File: config.mk
export PLATFORM = sky130hd
export DESIGN_NAME = fetch_stage
export DESIGN_NICKNAME = d
export VERILOG_FILES = /design/src/source/fetch_pkg.sv /design/src/source/fetch_stage.sv
export SDC_FILE = /design/constraint.sdc
export NUM_CORES = 1
export LEC_CHECK = 0
export ABC_CLOCK_PERIOD_IN_PS = 4050
export CORE_UTILIZATION = 57
export DETAILED_ROUTE_END_ITERATION = 12
export DONT_BUFFER_PORTS = 1
export PLACE_DENSITY_LB_ADDON = 0.25
export SLEW_MARGIN = 30
export SYNTH_ARGS = -nofsm -noshare
export SYNTH_HDL_FRONTEND = slang
export SYNTH_SLANG_ARGS = --single-unit
export TNS_END_PERCENT = 5
File: constraint.sdc
create_clock -name clk -period 4.05 [get_ports clk]
set_clock_uncertainty 0.2 [all_clocks]
set_input_delay 0.81 -clock clk [delete_from_list [all_inputs] [get_ports clk]]
set_output_delay 0.81 -clock clk [all_outputs]
set_load 0.005 [all_outputs]
File: src/source/fetch_pkg.sv
`default_nettype none

package fetch_pkg;

    // byte address and instruction word
    typedef logic [31:0] addr_t;
    typedef logic [31:0] inst_t;

    // cp0 cause code width
    typedef logic [4:0] exc_code_t;

    // address split seen by the cache
    // tag is bits 31..12, index 11..4, offset 3..0
    typedef logic [19:0] tag_t;
    typedef logic [7:0]  index_t;
    typedef logic [3:0]  offset_t;

    // four words per line, word k at bits 32k+31 down to 32k
    typedef logic [127:0] line_t;

    // pc register value out of reset, one word before the boot vector
    localparam addr_t RESET_PC = 32'hbfbf_fffc;

    // general exception entry in kseg1
    localparam addr_t EXC_VECTOR = 32'hbfc0_0380;

    // address error on load or fetch
    localparam exc_code_t EXC_ADEL = 5'd4;
    // all ones marks no exception
    localparam exc_code_t EXC_NONE = 5'd31;

    // cache geometry
    localparam int NUM_WAYS = 2;
    localparam int NUM_SETS = 256;
    localparam int WAY_W    = $clog2(NUM_WAYS);

    typedef logic [WAY_W-1:0] way_t;

    // refill fsm of the cache controller
    typedef enum logic [2:0] {
        ST_IDLE,
        ST_LOOKUP,
        ST_MEM_REQ,
        ST_MEM_WAIT_DROP,
        ST_FILL
    } refill_state_e;

endpackage

`default_nettype wire
File: src/source/fetch_stage.sv
`timescale 1ns/1ps
`default_nettype none

module fetch_stage (
    input  logic                  clk,
    input  logic                  reset,
    input  logic                  decode_allowin,
    input  logic                  br_taken,
    input  logic                  br_stall,
    input  fetch_pkg::addr_t      br_target,
    input  logic                  br_delay_slot,
    input  logic                  flush,
    input  logic                  eret,
    input  fetch_pkg::addr_t      epc,
    input  logic                  mfc0_stall,
    input  logic                  inst_addr_ok,
    input  logic                  inst_data_ok,
    input  fetch_pkg::inst_t      inst_rdata,
    output logic                  fs_valid,
    output fetch_pkg::addr_t      fs_pc,
    output fetch_pkg::inst_t      fs_inst,
    output logic                  fs_ex,
    output fetch_pkg::exc_code_t  fs_exc_code,
    output logic                  fs_bd,
    output logic                  inst_req,
    output fetch_pkg::tag_t       inst_tag,
    output fetch_pkg::index_t     inst_index,
    output fetch_pkg::offset_t    inst_offset
);
    import fetch_pkg::*;

    logic  run_q;
    logic  busy_q;
    logic  flush_q;
    logic  drop_q;
    logic  req_bd_q;
    addr_t req_pc_q;
    addr_t npc_buf_q;
    addr_t next_pc;
    logic  kill;
    logic  br_redirect;
    logic  next_misaligned;
    logic  out_free;
    logic  slot_open;
    logic  accept;
    logic  take_exc;
    logic  take_word;

    // eret and flush both throw away whatever is in flight
    assign kill = flush | eret;

    // branch only redirects once its operands and cp0 reads are settled
    assign br_redirect = br_taken & ~br_stall & ~mfc0_stall;

    // next pc priority
    always_comb begin
        if (eret) begin
            next_pc = epc;
        end else if (flush | flush_q) begin
            next_pc = EXC_VECTOR;
        end else if (br_redirect) begin
            next_pc = br_target;
        end else begin
            next_pc = npc_buf_q;
        end
    end

    assign next_misaligned = |next_pc[1:0];

    // output slot free when empty, draining now, or being flushed
    assign out_free  = ~fs_valid | decode_allowin | kill;
    // one request in flight at most
    assign slot_open = run_q & ~busy_q & out_free;

    // misaligned pc never goes to the cache
    assign inst_req = slot_open & ~next_misaligned;
    assign accept   = inst_req & inst_addr_ok;
    assign take_exc = slot_open & next_misaligned;

    // returned word is dropped if a flush or eret hit while it was in flight
    assign take_word = inst_data_ok & busy_q & ~drop_q & ~kill;

    assign {inst_tag, inst_index, inst_offset} = next_pc;

    // holds off the first request until reset has been released
    always_ff @(posedge clk) begin
        if (reset) begin
            run_q <= 1'b0;
        end else begin
            run_q <= 1'b1;
        end
    end

    always_ff @(posedge clk) begin
        if (reset) begin
            busy_q <= 1'b0;
        end else if (accept) begin
            busy_q <= 1'b1;
        end else if (inst_data_ok) begin
            busy_q <= 1'b0;
        end
    end

    // flush seen while busy keeps steering next_pc to the vector
    // an eret overrides it since epc is the newer target
    always_ff @(posedge clk) begin
        if (reset) begin
            flush_q <= 1'b0;
        end else if (inst_data_ok | eret) begin
            flush_q <= 1'b0;
        end else if (flush & busy_q) begin
            flush_q <= 1'b1;
        end
    end

    // discard marker for the outstanding word
    always_ff @(posedge clk) begin
        if (reset) begin
            drop_q <= 1'b0;
        end else if (inst_data_ok) begin
            drop_q <= 1'b0;
        end else if (kill & busy_q) begin
            drop_q <= 1'b1;
        end
    end

    // next pc buffer
    // steps past whatever was taken, otherwise tracks redirects
    always_ff @(posedge clk) begin
        if (reset) begin
            npc_buf_q <= RESET_PC + 32'd4;
        end else if (accept | take_exc) begin
            npc_buf_q <= next_pc + 32'd4;
        end else begin
            npc_buf_q <= next_pc;
        end
    end

    // pc and delay slot flag of the request in flight
    always_ff @(posedge clk) begin
        if (accept) begin
            req_pc_q <= next_pc;
            req_bd_q <= br_delay_slot;
        end
    end

    always_ff @(posedge clk) begin
        if (reset) begin
            fs_valid <= 1'b0;
        end else if (take_word | take_exc) begin
            fs_valid <= 1'b1;
        end else if (kill | decode_allowin) begin
            fs_valid <= 1'b0;
        end
    end

    always_ff @(posedge clk) begin
        if (reset) begin
            fs_pc <= RESET_PC;
        end else if (take_word) begin
            fs_pc <= req_pc_q;
        end else if (take_exc) begin
            fs_pc <= next_pc;
        end
    end

    // zero instruction on misaligned fetch or flush
    always_ff @(posedge clk) begin
        if (take_word) begin
            fs_inst <= inst_rdata;
            fs_bd   <= req_bd_q;
        end else if (take_exc) begin
            fs_inst <= '0;
            fs_bd   <= br_delay_slot;
        end else if (kill) begin
            fs_inst <= '0;
        end
    end

    // adel tag follows the pc held for decode
    assign fs_ex       = |fs_pc[1:0];
    assign fs_exc_code = fs_ex ? EXC_ADEL : EXC_NONE;

endmodule

`default_nettype wire

# Word-level counts from Yosys, hierarchy flattened
# Cells that the tools add are included.
[totals]
reg_bits = 135
latch_bits = 0
mem_bits_rw = 0
mem_bits_ro = 0
in_bits = 107
word_cells = 64
mem_count = 0
[classes]
n_addsub = 1
n_mul = 0
div_mod_pow = 0
n_lt_le_gt_ge = 0
n_eq_ne = 0
n_shift = 0
mux = 17
bitwise_logic = 27
reduce_logical = 8
[op_table]
columns = ["op", "count"]
rows = [
  ["$mux W32", 9],
  ["$add A32 B3 Y32 const B", 1],
  ["$and A1 B1 Y1", 12],
  ["$or A1 B1 Y1", 8],
  ["$reduce_or A2 Y1", 4],
  ["$mux W1", 7],
  ["$not A1 Y1", 7],
  ["$reduce_bool A2 Y1", 3],
  ["$mux W5", 1],
  ["$reduce_bool A3 Y1", 1],
]

# Logic depth before layout (Yosys ltp)
# Gate-level depths: netlist of run 1.
[depth]
depth_word = 12
mapped_depth = 12

# Least setup slack after synthesis of run 1
# Ideal clock, no wire load.
[synth_path]
path_type = "input to register"
from = "input port br_stall"
to = "register fs_inst[0], enable pin"
setup_ns = 0.561
arrival_time_ns = 3.239
path_slack_ns = 0.049
stages = 9
path_cell_list = "or3b_1 -> buf_4 -> buf_2 -> mux2i_1 -> o21ai_0 -> o21ai_0 -> buf_2 -> buf_2 -> nand3_1"
[synth_via]
elab_chain_len = 9
[synth_rtl]
columns = ["element", "line_no", "rtl"]
rows = [
  ["start: declaration", "fetch_stage.sv:9", "input logic br_stall,"],
  ["$not A1 Y1", "fetch_stage.sv:53", "assign br_redirect = br_taken & ~br_stall & ~mfc0_stall;"],
  ["$and A1 B1 Y1 (2 in series)", "fetch_stage.sv:53", ""],
  ["$mux W32", "fetch_stage.sv:61", "end else if (br_redirect) begin"],
  ["$mux W32", "fetch_stage.sv:59", "end else if (flush | flush_q) begin"],
  ["$mux W32", "fetch_stage.sv:57", "if (eret) begin"],
  ["net inst_offset[0]", "fetch_stage.sv:28", "output fetch_pkg::offset_t inst_offset"],
  ["$reduce_or A2 Y1", "fetch_stage.sv:68", "assign next_misaligned = |next_pc[1:0];"],
  ["$and A1 B1 Y1", "fetch_stage.sv:78", "assign take_exc = slot_open & next_misaligned;"],
  ["$reduce_bool A3 Y1 (no source line)", "n/a", ""],
  ["end signal: assignment", "fetch_stage.sv:170", "fs_inst <= inst_rdata;"],
  ["end: declaration", "fetch_stage.sv:21", "output fetch_pkg::inst_t fs_inst,"],
]
# The timed path passes the listed nets, and every way through them passes these cells.
# A chain may end at the register's enable or synchronous reset.

# Final worst setup path of run 1
[layout_path]
from = "register flush_q"
to = "output port inst_tag[12]"
[layout_via]
elab_chain_len = 3
[layout_rtl]
columns = ["element", "line_no", "rtl"]
rows = [
  ["start: declaration", "fetch_stage.sv:34", "logic flush_q;"],
  ["start signal: assignment", "fetch_stage.sv:108", "flush_q <= 1'b0;"],
  ["start signal: assignment", "fetch_stage.sv:110", "flush_q <= 1'b0;"],
  ["start signal: assignment", "fetch_stage.sv:112", "flush_q <= 1'b1;"],
  ["$or A1 B1 Y1", "fetch_stage.sv:59", ""],
  ["$mux W32", "fetch_stage.sv:59", ""],
  ["$mux W32", "fetch_stage.sv:57", ""],
  ["end: declaration", "fetch_stage.sv:26", "output fetch_pkg::tag_t inst_tag,"],
]
# Every way passes these cells.

==> impl_metrics.env, run 1 <==
export IMPL_critical_path_class="reg -> out"
export IMPL_min_period_over_period_pct=87.8
export IMPL_start_util_pct=59.3
export IMPL_drc=0
export IMPL_htreeDepth=4
export IMPL_hold_class="in -> reg"
export IMPL_multi_input_area_um2=2600
export IMPL_hold_path_end="npc_buf_q[16]$_SDFF_PP0_"
export IMPL_timing_rr_end="npc_buf_q[27]$_SDFF_PP1_"
export IMPL_grt_antenna_before_repair=0
export IMPL_drt_iter0_markers=404
export IMPL_antenna_cells=0
export IMPL_wl_met1_um=6470
export IMPL_final_common_cell="dfxtp_1"
export IMPL_holdPathStages=1
export IMPL_synth_distinct_cells=55
export IMPL_status="completed"
export IMPL_seq_area_um2=3360
export IMPL_finalMaxSlewViolations=0
export IMPL_netSwitchingFraction_pct=23.7
export IMPL_design_final_nets=717
export IMPL_syn_area_um2=6180
export IMPL_period_needed_ps=3560
export IMPL_clkSinkCount=135
export IMPL_min_from="reset"
export IMPL_area_delta_synth_final_pct=13.8
export IMPL_cts_inserted_buffers=17
export IMPL_worst_ep_required_time_ps=3040
export IMPL_fmax_ghz=0.281
export IMPL_path_delay_family="compound AO/OA/AOI/OAI gates"
export IMPL_synth_top_area_share_pct=32.1
export IMPL_p_comb_share_pct=8.7
export IMPL_dieArea_um2=11300
export IMPL_drv_cap=0
export IMPL_drt_total_wl_um=16700
export IMPL_rsz0062_at_grt="false"
export IMPL_cp_num_buf_inv=1
export IMPL_fin_tns_setup_ps=0
export IMPL_crit_fanout=17
export IMPL_grt_pass1_wl_um=25400
export IMPL_synth_seq_area_share_pct=54.4
export IMPL_yosys_warnings=0
export IMPL_syn_num_nets=704
export IMPL_final_util_pct=67.5
export IMPL_dr_total_vias=4796
export IMPL_rows=37
export IMPL_gp_congestion=0.898
export IMPL_p_switching_mw=0.803
export IMPL_portBuffers=0
export IMPL_ys_ff_latch=135
export IMPL_reg2reg_slack_ps=770
export IMPL_design_area_um2=7030
export IMPL_ant_nets=0
export IMPL_post_synth_top_area_cell="edfxtp_1"
export IMPL_p_int_mw=2.58
export IMPL_syn_avg_cell_area_um2=10.4
export IMPL_tritoncts="done"
export IMPL_syn_inst=596
export IMPL_top_layer_used="met4"
export IMPL_routed_wl_met2_um=8120
export IMPL_grt_pass1_vias=4629
export IMPL_hold_viol=0
export IMPL_place_area_um2=6440
export IMPL_core_area_um2=10400
export IMPL_synth_edff_count=66
export IMPL_wire_per_inst_um=22.0
export IMPL_final_setup_viol_count=0
export IMPL_yosys_top_cells_area="edfxtp_1 (32%), dfxtp_1 (22%), mux2i_1 (7.9%)"
export IMPL_drive_gt1_share_pct=14.0
export IMPL_cts_resized=0
export IMPL_met3_length_um=1810
export IMPL_cp_end_kind="output pin"
export IMPL_layout_common_cells="dfxtp_1 (69), edfxtp_1 (66), a21oi_1 (56), nand2_1 (51), mux2i_1 (49)"
export IMPL_avgViaCountPerCell=6.33
export IMPL_crit_chain="or3_1 > buf_4 > a211oi_1 > a21oi_1"
export IMPL_slew_headroom_pct=37.2
export IMPL_clock_latency_ps=520
export IMPL_grt_max_degree=69
export IMPL_leakagePower_nw=2.90
export IMPL_post_dp_hpwl_um=11600
export IMPL_grt_usage_pct=29.9
export IMPL_grt_overflow=0
export IMPL_reg2regPathDepth=8
export IMPL_tightest_slew_ps=938
export IMPL_arrival_ps=2550
export IMPL_r2r_start="flush_q$_SDFFE_PP0P_"
export IMPL_max_stage_delay_ps=600
export IMPL_die_y_um=106
export IMPL_post_cts_setup_buffers=0
export IMPL_power_density_nw_per_um2=481
export IMPL_peakVddDrop_mv=0.226
export IMPL_cts_buffer_depth=2
export IMPL_clockRootBuffer="clkbuf_8"
export IMPL_drtPass1Iterations=5
export IMPL_holdBufCountCts=0
export IMPL_clk_pin_slew_ps=60
export IMPL_seq_power_share_pct=45.9
export IMPL_critPathSlowestCell="or3_1"
export IMPL_crit_path_start_kind="flip-flop"
export IMPL_clkPwrFrac_pct=45.4
export IMPL_chipWidth_um=106
export IMPL_synthFlopType="dfxtp_1"
export IMPL_ioPinCount=212
export IMPL_async_flop_share_pct=0
export IMPL_fillers=801
-- worst max path at each step --
stage                     slack [ps]  depth (start not counted)                        to                  from
after floorplan                   50                          9  fs_inst[0]$_SDFFCE_PN0P_              br_stall
after global placement           490                          8  npc_buf_q[20]$_SDFF_PP0_              br_stall
after detailed placement         450                          8  npc_buf_q[20]$_SDFF_PP0_              br_stall
after CTS                        530                          4              inst_tag[11]  flush_q$_SDFFE_PP0P_
after global routing             330                          4              inst_tag[11]  flush_q$_SDFFE_PP0P_
final                            490                          4              inst_tag[12]  flush_q$_SDFFE_PP0P_
-- through the flow --
| stage | power, mW | hold slack, ps | cells | setup WS (ps) |
|---|---|---|---|---|
| final | 3.38 | 163 | 758 | 495 |
| after global routing | 3.49 | 161 | 758 | 330 |
| after CTS | 3.39 | 154 | 758 | 527 |
| after detailed placement | 1.87 | 241 | 726 | 448 |
| after global placement | 1.86 | 229 | 726 | 487 |
| after floorplan | 1.79 | 231 | 596 | 49.3 |
-- sequential cells by signal, indices dropped and copies added (netlist names) --
signal     flops
fs_valid       1
req_pc_q      32
fs_inst       32
drop_q         1
fs_bd          1
req_bd_q       1
flush_q        1
run_q          1
npc_buf_q     32
busy_q         1
fs_pc         32
-- logic make-up (layout without fill, tap and decap cells) --
family                     Yosys count  after routing  synth area share, %
and+or+nand+nor                    214            214                 19.5
xor gates and xnor gates             7              7                0.992
buffers and inverters               53             79                 3.89
other                                1              1               0.0607
muxes                               50             50                 8.18
adders and majority gates            1              1                0.202
DFF                                135            135                 54.4
AOI/OAI and AO/OA                  135            135                 12.8
-- Yosys cell counts (all sizes together), types with 6 or more instances --
cell type   n
inv        11
nand4       9
nor4        7
and2       40
dfxtp      69
nor2       27
nor3       20
and3       11
edfxtp     66
a2bb2oi     8
mux2i      49
a21oi      56
xnor2       6
o21ai      46
clkbuf     18
buf        23
nand3      16
nand2      51
a31oi       7
-- worst reg2reg max path, stage by stage, from the launching register on --
cell and delay (ps):
dfxtp_1 470, or3_1 600, buf_4 300, a211oi_1 80, a21oi_1 570, nand3_1 150, nor3_1 410, and4_1 260
o21ai_0 80
-- power groups by stage --
stage                     combinational, mW  clock, mW  sequential, mW
after floorplan                       0.224          0            1.57
after global placement                0.283          0            1.58
after detailed placement              0.292          0            1.58
after CTS                             0.294       1.54            1.55
after global routing                  0.323       1.61            1.56
final                                 0.295       1.54            1.55
-- cell type report --
type / instances / area share, %
tap: 136 / 2.42
timing repair buffer: 35 / 3.74
inverter: 12 / 0.640
sequential: 135 / 47.8
clock buffer: 20 / 6.19
clock inverter: 12 / 2.21
multi-input combinational: 408 / 37.0
-- metal layers --
| metal | GRT usage [%] | vias to the layer above |
|---|---|---|
| li1 | - | 2216 |
| met5 | 0 | - |
| met4 | 8.43 | 0 |
| met1 | 35.1 | 2312 |
| met2 | 49.9 | 240 |
| met3 | 12.5 | 28 |
No activity file was read; power rests on OpenSTA's default activity.
==> inputs of run 2 (changes only) <==
Settings changed: CORE_ASPECT_RATIO set to 0.6.
==> run 2 against run 1 <==
  * First-iteration DRC count fell by 7.4%
  * Largest power group unchanged
  * Clock power barely moved
  * Power grew 0.52%
  * Die area rose by 0.13%
==> impl_metrics.env, run 2 (synthesis results as in run 1) <==
export IMPL_dr_total_vias=4716
export IMPL_tritoncts="done"
export IMPL_final_util_pct=67.0
export IMPL_peakVddDrop_mv=0.380
export IMPL_drive_gt1_share_pct=14.3
export IMPL_grt_max_degree=71
export IMPL_dp_slack_ps=265
export IMPL_grt_antenna_before_repair=0
export IMPL_final_common_cell="dfxtp_1"
export IMPL_antenna_cells=0
export IMPL_crit_fanout=19
export IMPL_tightest_slew_ps=907
export IMPL_power_density_nw_per_um2=481
export IMPL_holdBufCountCts=0
export IMPL_grt_pass1_vias=4348
export IMPL_clk_pin_slew_ps=60
export IMPL_drv_cap=0
export IMPL_rsz0062_at_grt="false"
export IMPL_min_period_over_period_pct=86.9
export IMPL_clockRootBuffer="clkbuf_16"
export IMPL_cts_inserted_buffers=17
export IMPL_htreeDepth=4
export IMPL_drtPass1Iterations=5
export IMPL_multi_input_area_um2=2600
export IMPL_clkSinkCount=135
export IMPL_ant_nets=0
export IMPL_placed_cells=731
export IMPL_grt_usage_pct=28.3
export IMPL_avgViaCountPerCell=6.19
export IMPL_hold_viol=0
export IMPL_arrival_ps=2510
export IMPL_place_area_um2=6470
export IMPL_design_final_nets=719
export IMPL_power_mw=3.40
export IMPL_fillers=811
export IMPL_design_area_um2=7070
export IMPL_status="completed"
export IMPL_hold_slack_ps=250
export IMPL_fin_tns_setup_ps=0
export IMPL_start_util_pct=58.5
export IMPL_grt_pass1_wl_um=23300
export IMPL_seq_area_um2=3360
export IMPL_grt_overflow=0
export IMPL_worst_ep_required_time_ps=3040
export IMPL_cts_resized=0
export IMPL_crit_path_start_kind="flip-flop"
export IMPL_post_cts_setup_buffers=0
export IMPL_cp_end_kind="output pin"
export IMPL_slew_headroom_pct=39.3
export IMPL_period_needed_ps=3520
export IMPL_critical_path_class="reg -> out"
export IMPL_chipWidth_um=136
export IMPL_die_y_um=82.7
export IMPL_area_delta_synth_final_pct=14.4
export IMPL_cts_buffer_depth=2
export IMPL_finalMaxSlewViolations=0
export IMPL_gp_congestion=0.850
export IMPL_drt_iter0_markers=374
export IMPL_ioPinCount=212
export IMPL_hold_class="reg -> reg"
export IMPL_final_setup_viol_count=0
export IMPL_final_cell_count_no_fill=762
export IMPL_rows=29
export IMPL_dieArea_um2=11300
export IMPL_wire_per_inst_um=21.0
export IMPL_layout_common_cells="dfxtp_1 (69), edfxtp_1 (66), a21oi_1 (56), nand2_1 (51), mux2i_1 (49)"
export IMPL_worst_slack_ps=530
export IMPL_post_dp_hpwl_um=11300
export IMPL_leakagePower_nw=2.91
export IMPL_portBuffers=0
export IMPL_core_area_um2=10600
export IMPL_fmax_ghz=0.284
export IMPL_drt_total_wl_um=16000
export IMPL_clock_latency_ps=410
export IMPL_drc=0
run 2: cell types whose count changed in the layout (fill, tap and decap cells not counted), sizes merged:
cell | previous run | this run
clkbuf | 20 | 19
buf | 35 | 37
inv | 11 | 12
clkinv | 8 | 6
clkinvlp | 2 | 3
run 2: cell type report:
class,count,area share [%]
Clock inverter,12,2.16
Clock buffer,19,6.26
Timing Repair Buffer,37,4.11
Inverter,12,0.637
Multi-Input combinational cell,408,36.8
Tap cell,139,2.46
Sequential cell,135,47.6
run 2: path summary, 6_finish.rpt:
path	endpoint	cells past startpoint	from	slack, ps
worst max-delay path	inst_tag[11]	4	flush_q$_SDFFE_PP0P_	530
worst min-delay path	fs_pc[14]$_SDFFE_PP1P_	2	req_pc_q[14]$_DFFE_PP_	250
worst max register to register	npc_buf_q[27]$_SDFF_PP1_	8	flush_q$_SDFFE_PP0P_	650
worst min register to register	fs_pc[14]$_SDFFE_PP1P_	2	req_pc_q[14]$_DFFE_PP_	250
run 2: layer usage:
metal  global-route usage (%)  wire (um)
met1                     38.2       7090
met2                     41.8       6980
met3                     11.2       1710
met4                     8.11        208
met5                     1.85          0
run 2: critical path: stages, from the launching register on:
cell and delay [ps]:
dfxtp_1 480, or3_1 680, buf_4 300, a211oi_1 70
a21oi_1 550
run 2: report_power, final:
part | total [mW] | switching [mW] | internal (mW)
Sequential | 1.55 | 0.0387 | 1.51
Clock | 1.55 | 0.573 | 0.980
Combinational | 0.298 | 0.181 | 0.117
==> inputs of run 3 (changes only) <==
Settings changed: CTS_BUF_LIST set to sky130_fd_sc_hd__clkbuf_4 sky130_fd_sc_hd__clkbuf_8 sky130_fd_sc_hd__clkbuf_16.
==> run 3 against run 2 <==
  * Register-to-register slack got worse by 20 ps
  * Critical path depth increased by 2
  * Sequential share of layout area hardly changed
  * Largest power group is now the clock network
==> impl_metrics.env, run 3 (synthesis results as in run 1) <==
export IMPL_die_y_um=82.7
export IMPL_holdPathStages=2
export IMPL_area_delta_synth_final_pct=14.5
export IMPL_design_final_nets=719
export IMPL_worst_ep_required_time_ps=3040
export IMPL_layout_common_cells="dfxtp_1 (69), edfxtp_1 (66), a21oi_1 (56), nand2_1 (51), mux2i_1 (49)"
export IMPL_drt_total_wl_um=16200
export IMPL_status="completed"
export IMPL_tritoncts="done"
export IMPL_gp_congestion=0.850
export IMPL_crit_path_start_kind="input port"
export IMPL_clockRootBuffer="clkbuf_16"
export IMPL_cp_common_cell="a21oi_1"
export IMPL_clock_latency_ps=410
export IMPL_r2r_start="flush_q$_SDFFE_PP0P_"
export IMPL_post_dp_hpwl_um=11300
export IMPL_core_area_um2=10600
export IMPL_min_period_over_period_pct=87.8
export IMPL_critical_path_class="in -> out"
export IMPL_hold_class="reg -> reg"
export IMPL_crit_chain="or3b_2 > buf_4 > nand2_1 > a21oi_1 > a21oi_1 > inv_1"
export IMPL_grt_antenna_before_repair=0
export IMPL_leakagePower_nw=2.92
export IMPL_drv_cap=0
export IMPL_final_common_cell="dfxtp_1"
export IMPL_period_needed_ps=3550
export IMPL_rows=29
export IMPL_clk_pin_slew_ps=50
export IMPL_final_util_pct=67.0
export IMPL_cts_buffer_depth=2
export IMPL_grt_util_met1_pct=38.0
export IMPL_startpoint="br_stall"
export IMPL_grt_busiest_layer="met2"
export IMPL_cts_resized=0
export IMPL_final_setup_viol_count=0
export IMPL_grt_overflow=0
export IMPL_crit_fanout=13
export IMPL_peakVddDrop_mv=0.353
export IMPL_avgViaCountPerCell=6.19
export IMPL_place_area_um2=6470
export IMPL_fin_tns_setup_ps=0
export IMPL_dr_total_vias=4717
export IMPL_cp_end_kind="output pin"
export IMPL_critPathSlowestCell="or3b_2"
export IMPL_holdBufCountCts=0
export IMPL_ant_nets=0
export IMPL_cts_inserted_buffers=17
export IMPL_grt_usage_pct=28.5
export IMPL_design_area_um2=7070
export IMPL_grt_pass1_vias=4345
export IMPL_drc=0
export IMPL_grt_use_met3_pct=12.8
export IMPL_grt_max_degree=71
export IMPL_drive_gt1_share_pct=14.4
export IMPL_arrival_ps=2540
export IMPL_grt_pass1_wl_um=23400
export IMPL_dieArea_um2=11300
export IMPL_reg2regPathDepth=8
export IMPL_min_from="req_pc_q[14]$_DFFE_PP_"
export IMPL_clkSinkCount=135
export IMPL_max_stage_delay_ps=580
export IMPL_rsz0062_at_grt="false"
export IMPL_finalMaxSlewViolations=0
export IMPL_tightest_slew_ps=830
export IMPL_start_util_pct=58.5
export IMPL_slew_headroom_pct=44.4
export IMPL_ioPinCount=212
export IMPL_drtPass1Iterations=5
export IMPL_post_cts_setup_buffers=0
export IMPL_power_density_nw_per_um2=483
export IMPL_hold_viol=0
export IMPL_gr_usage_met2_pct=42.2
export IMPL_antenna_cells=0
export IMPL_drt_iter0_markers=373
export IMPL_fmax_ghz=0.281
export IMPL_wire_per_inst_um=21.2
export IMPL_portBuffers=0
export IMPL_chipWidth_um=136
export IMPL_htreeDepth=4
export IMPL_hold_slack_ps=251
[run 3: cell counts in the layout (fill, tap and decap cells not counted)]
No cell type changed its count.
[run 3: path summary, 6_finish.rpt]
check,slack (ps),end
worst max-delay path,500,inst_tag[3]
worst min-delay path,250,fs_pc[14]$_SDFFE_PP1P_
worst max register to register,630,npc_buf_q[27]$_SDFF_PP1_
worst min register to register,250,fs_pc[14]$_SDFFE_PP1P_
[run 3: final cells by class]
class / instances / area (um2)
Fill cell: 813 / 3480
Sequential cell: 135 / 3360
Multi-Input combinational cell: 408 / 2600
Clock buffer: 19 / 447
Timing Repair Buffer: 37 / 290
Tap cell: 139 / 174
Clock inverter: 12 / 153
Inverter: 12 / 45.0
[run 3: critical path, delay by kind of cell]
kind,cells,cell delay [ps]
compound gates,2,550
simple gates,2,670
buf+inv,2,500
[run 3: power breakdown]
part | internal [mW] | switching [mW]
combinational | 0.117 | 0.182
sequential | 1.51 | 0.0390
clock | 0.986 | 0.578
[run 3: routing by layer]
layer / share of wire, % / routed length [um] / vias up
met3: 11 / 1790 / 14
met2: 44 / 7090 / 238
met4: 1.1 / 171 / 0
li1: - / - / 2207
met5: 0 / 0 / -
met1: 44 / 7110 / 2258
[run 3: metrics by stage]
stage	setup WS, ps	total power [mW]	instances
2_1_floorplan	49.3	1.79	596
3_3_place_gp	435	1.86	731
3_5_place_dp	265	1.88	731
4_1_cts	493	3.43	762
5_1_grt	372	3.53	762
6_report	495	3.42	762
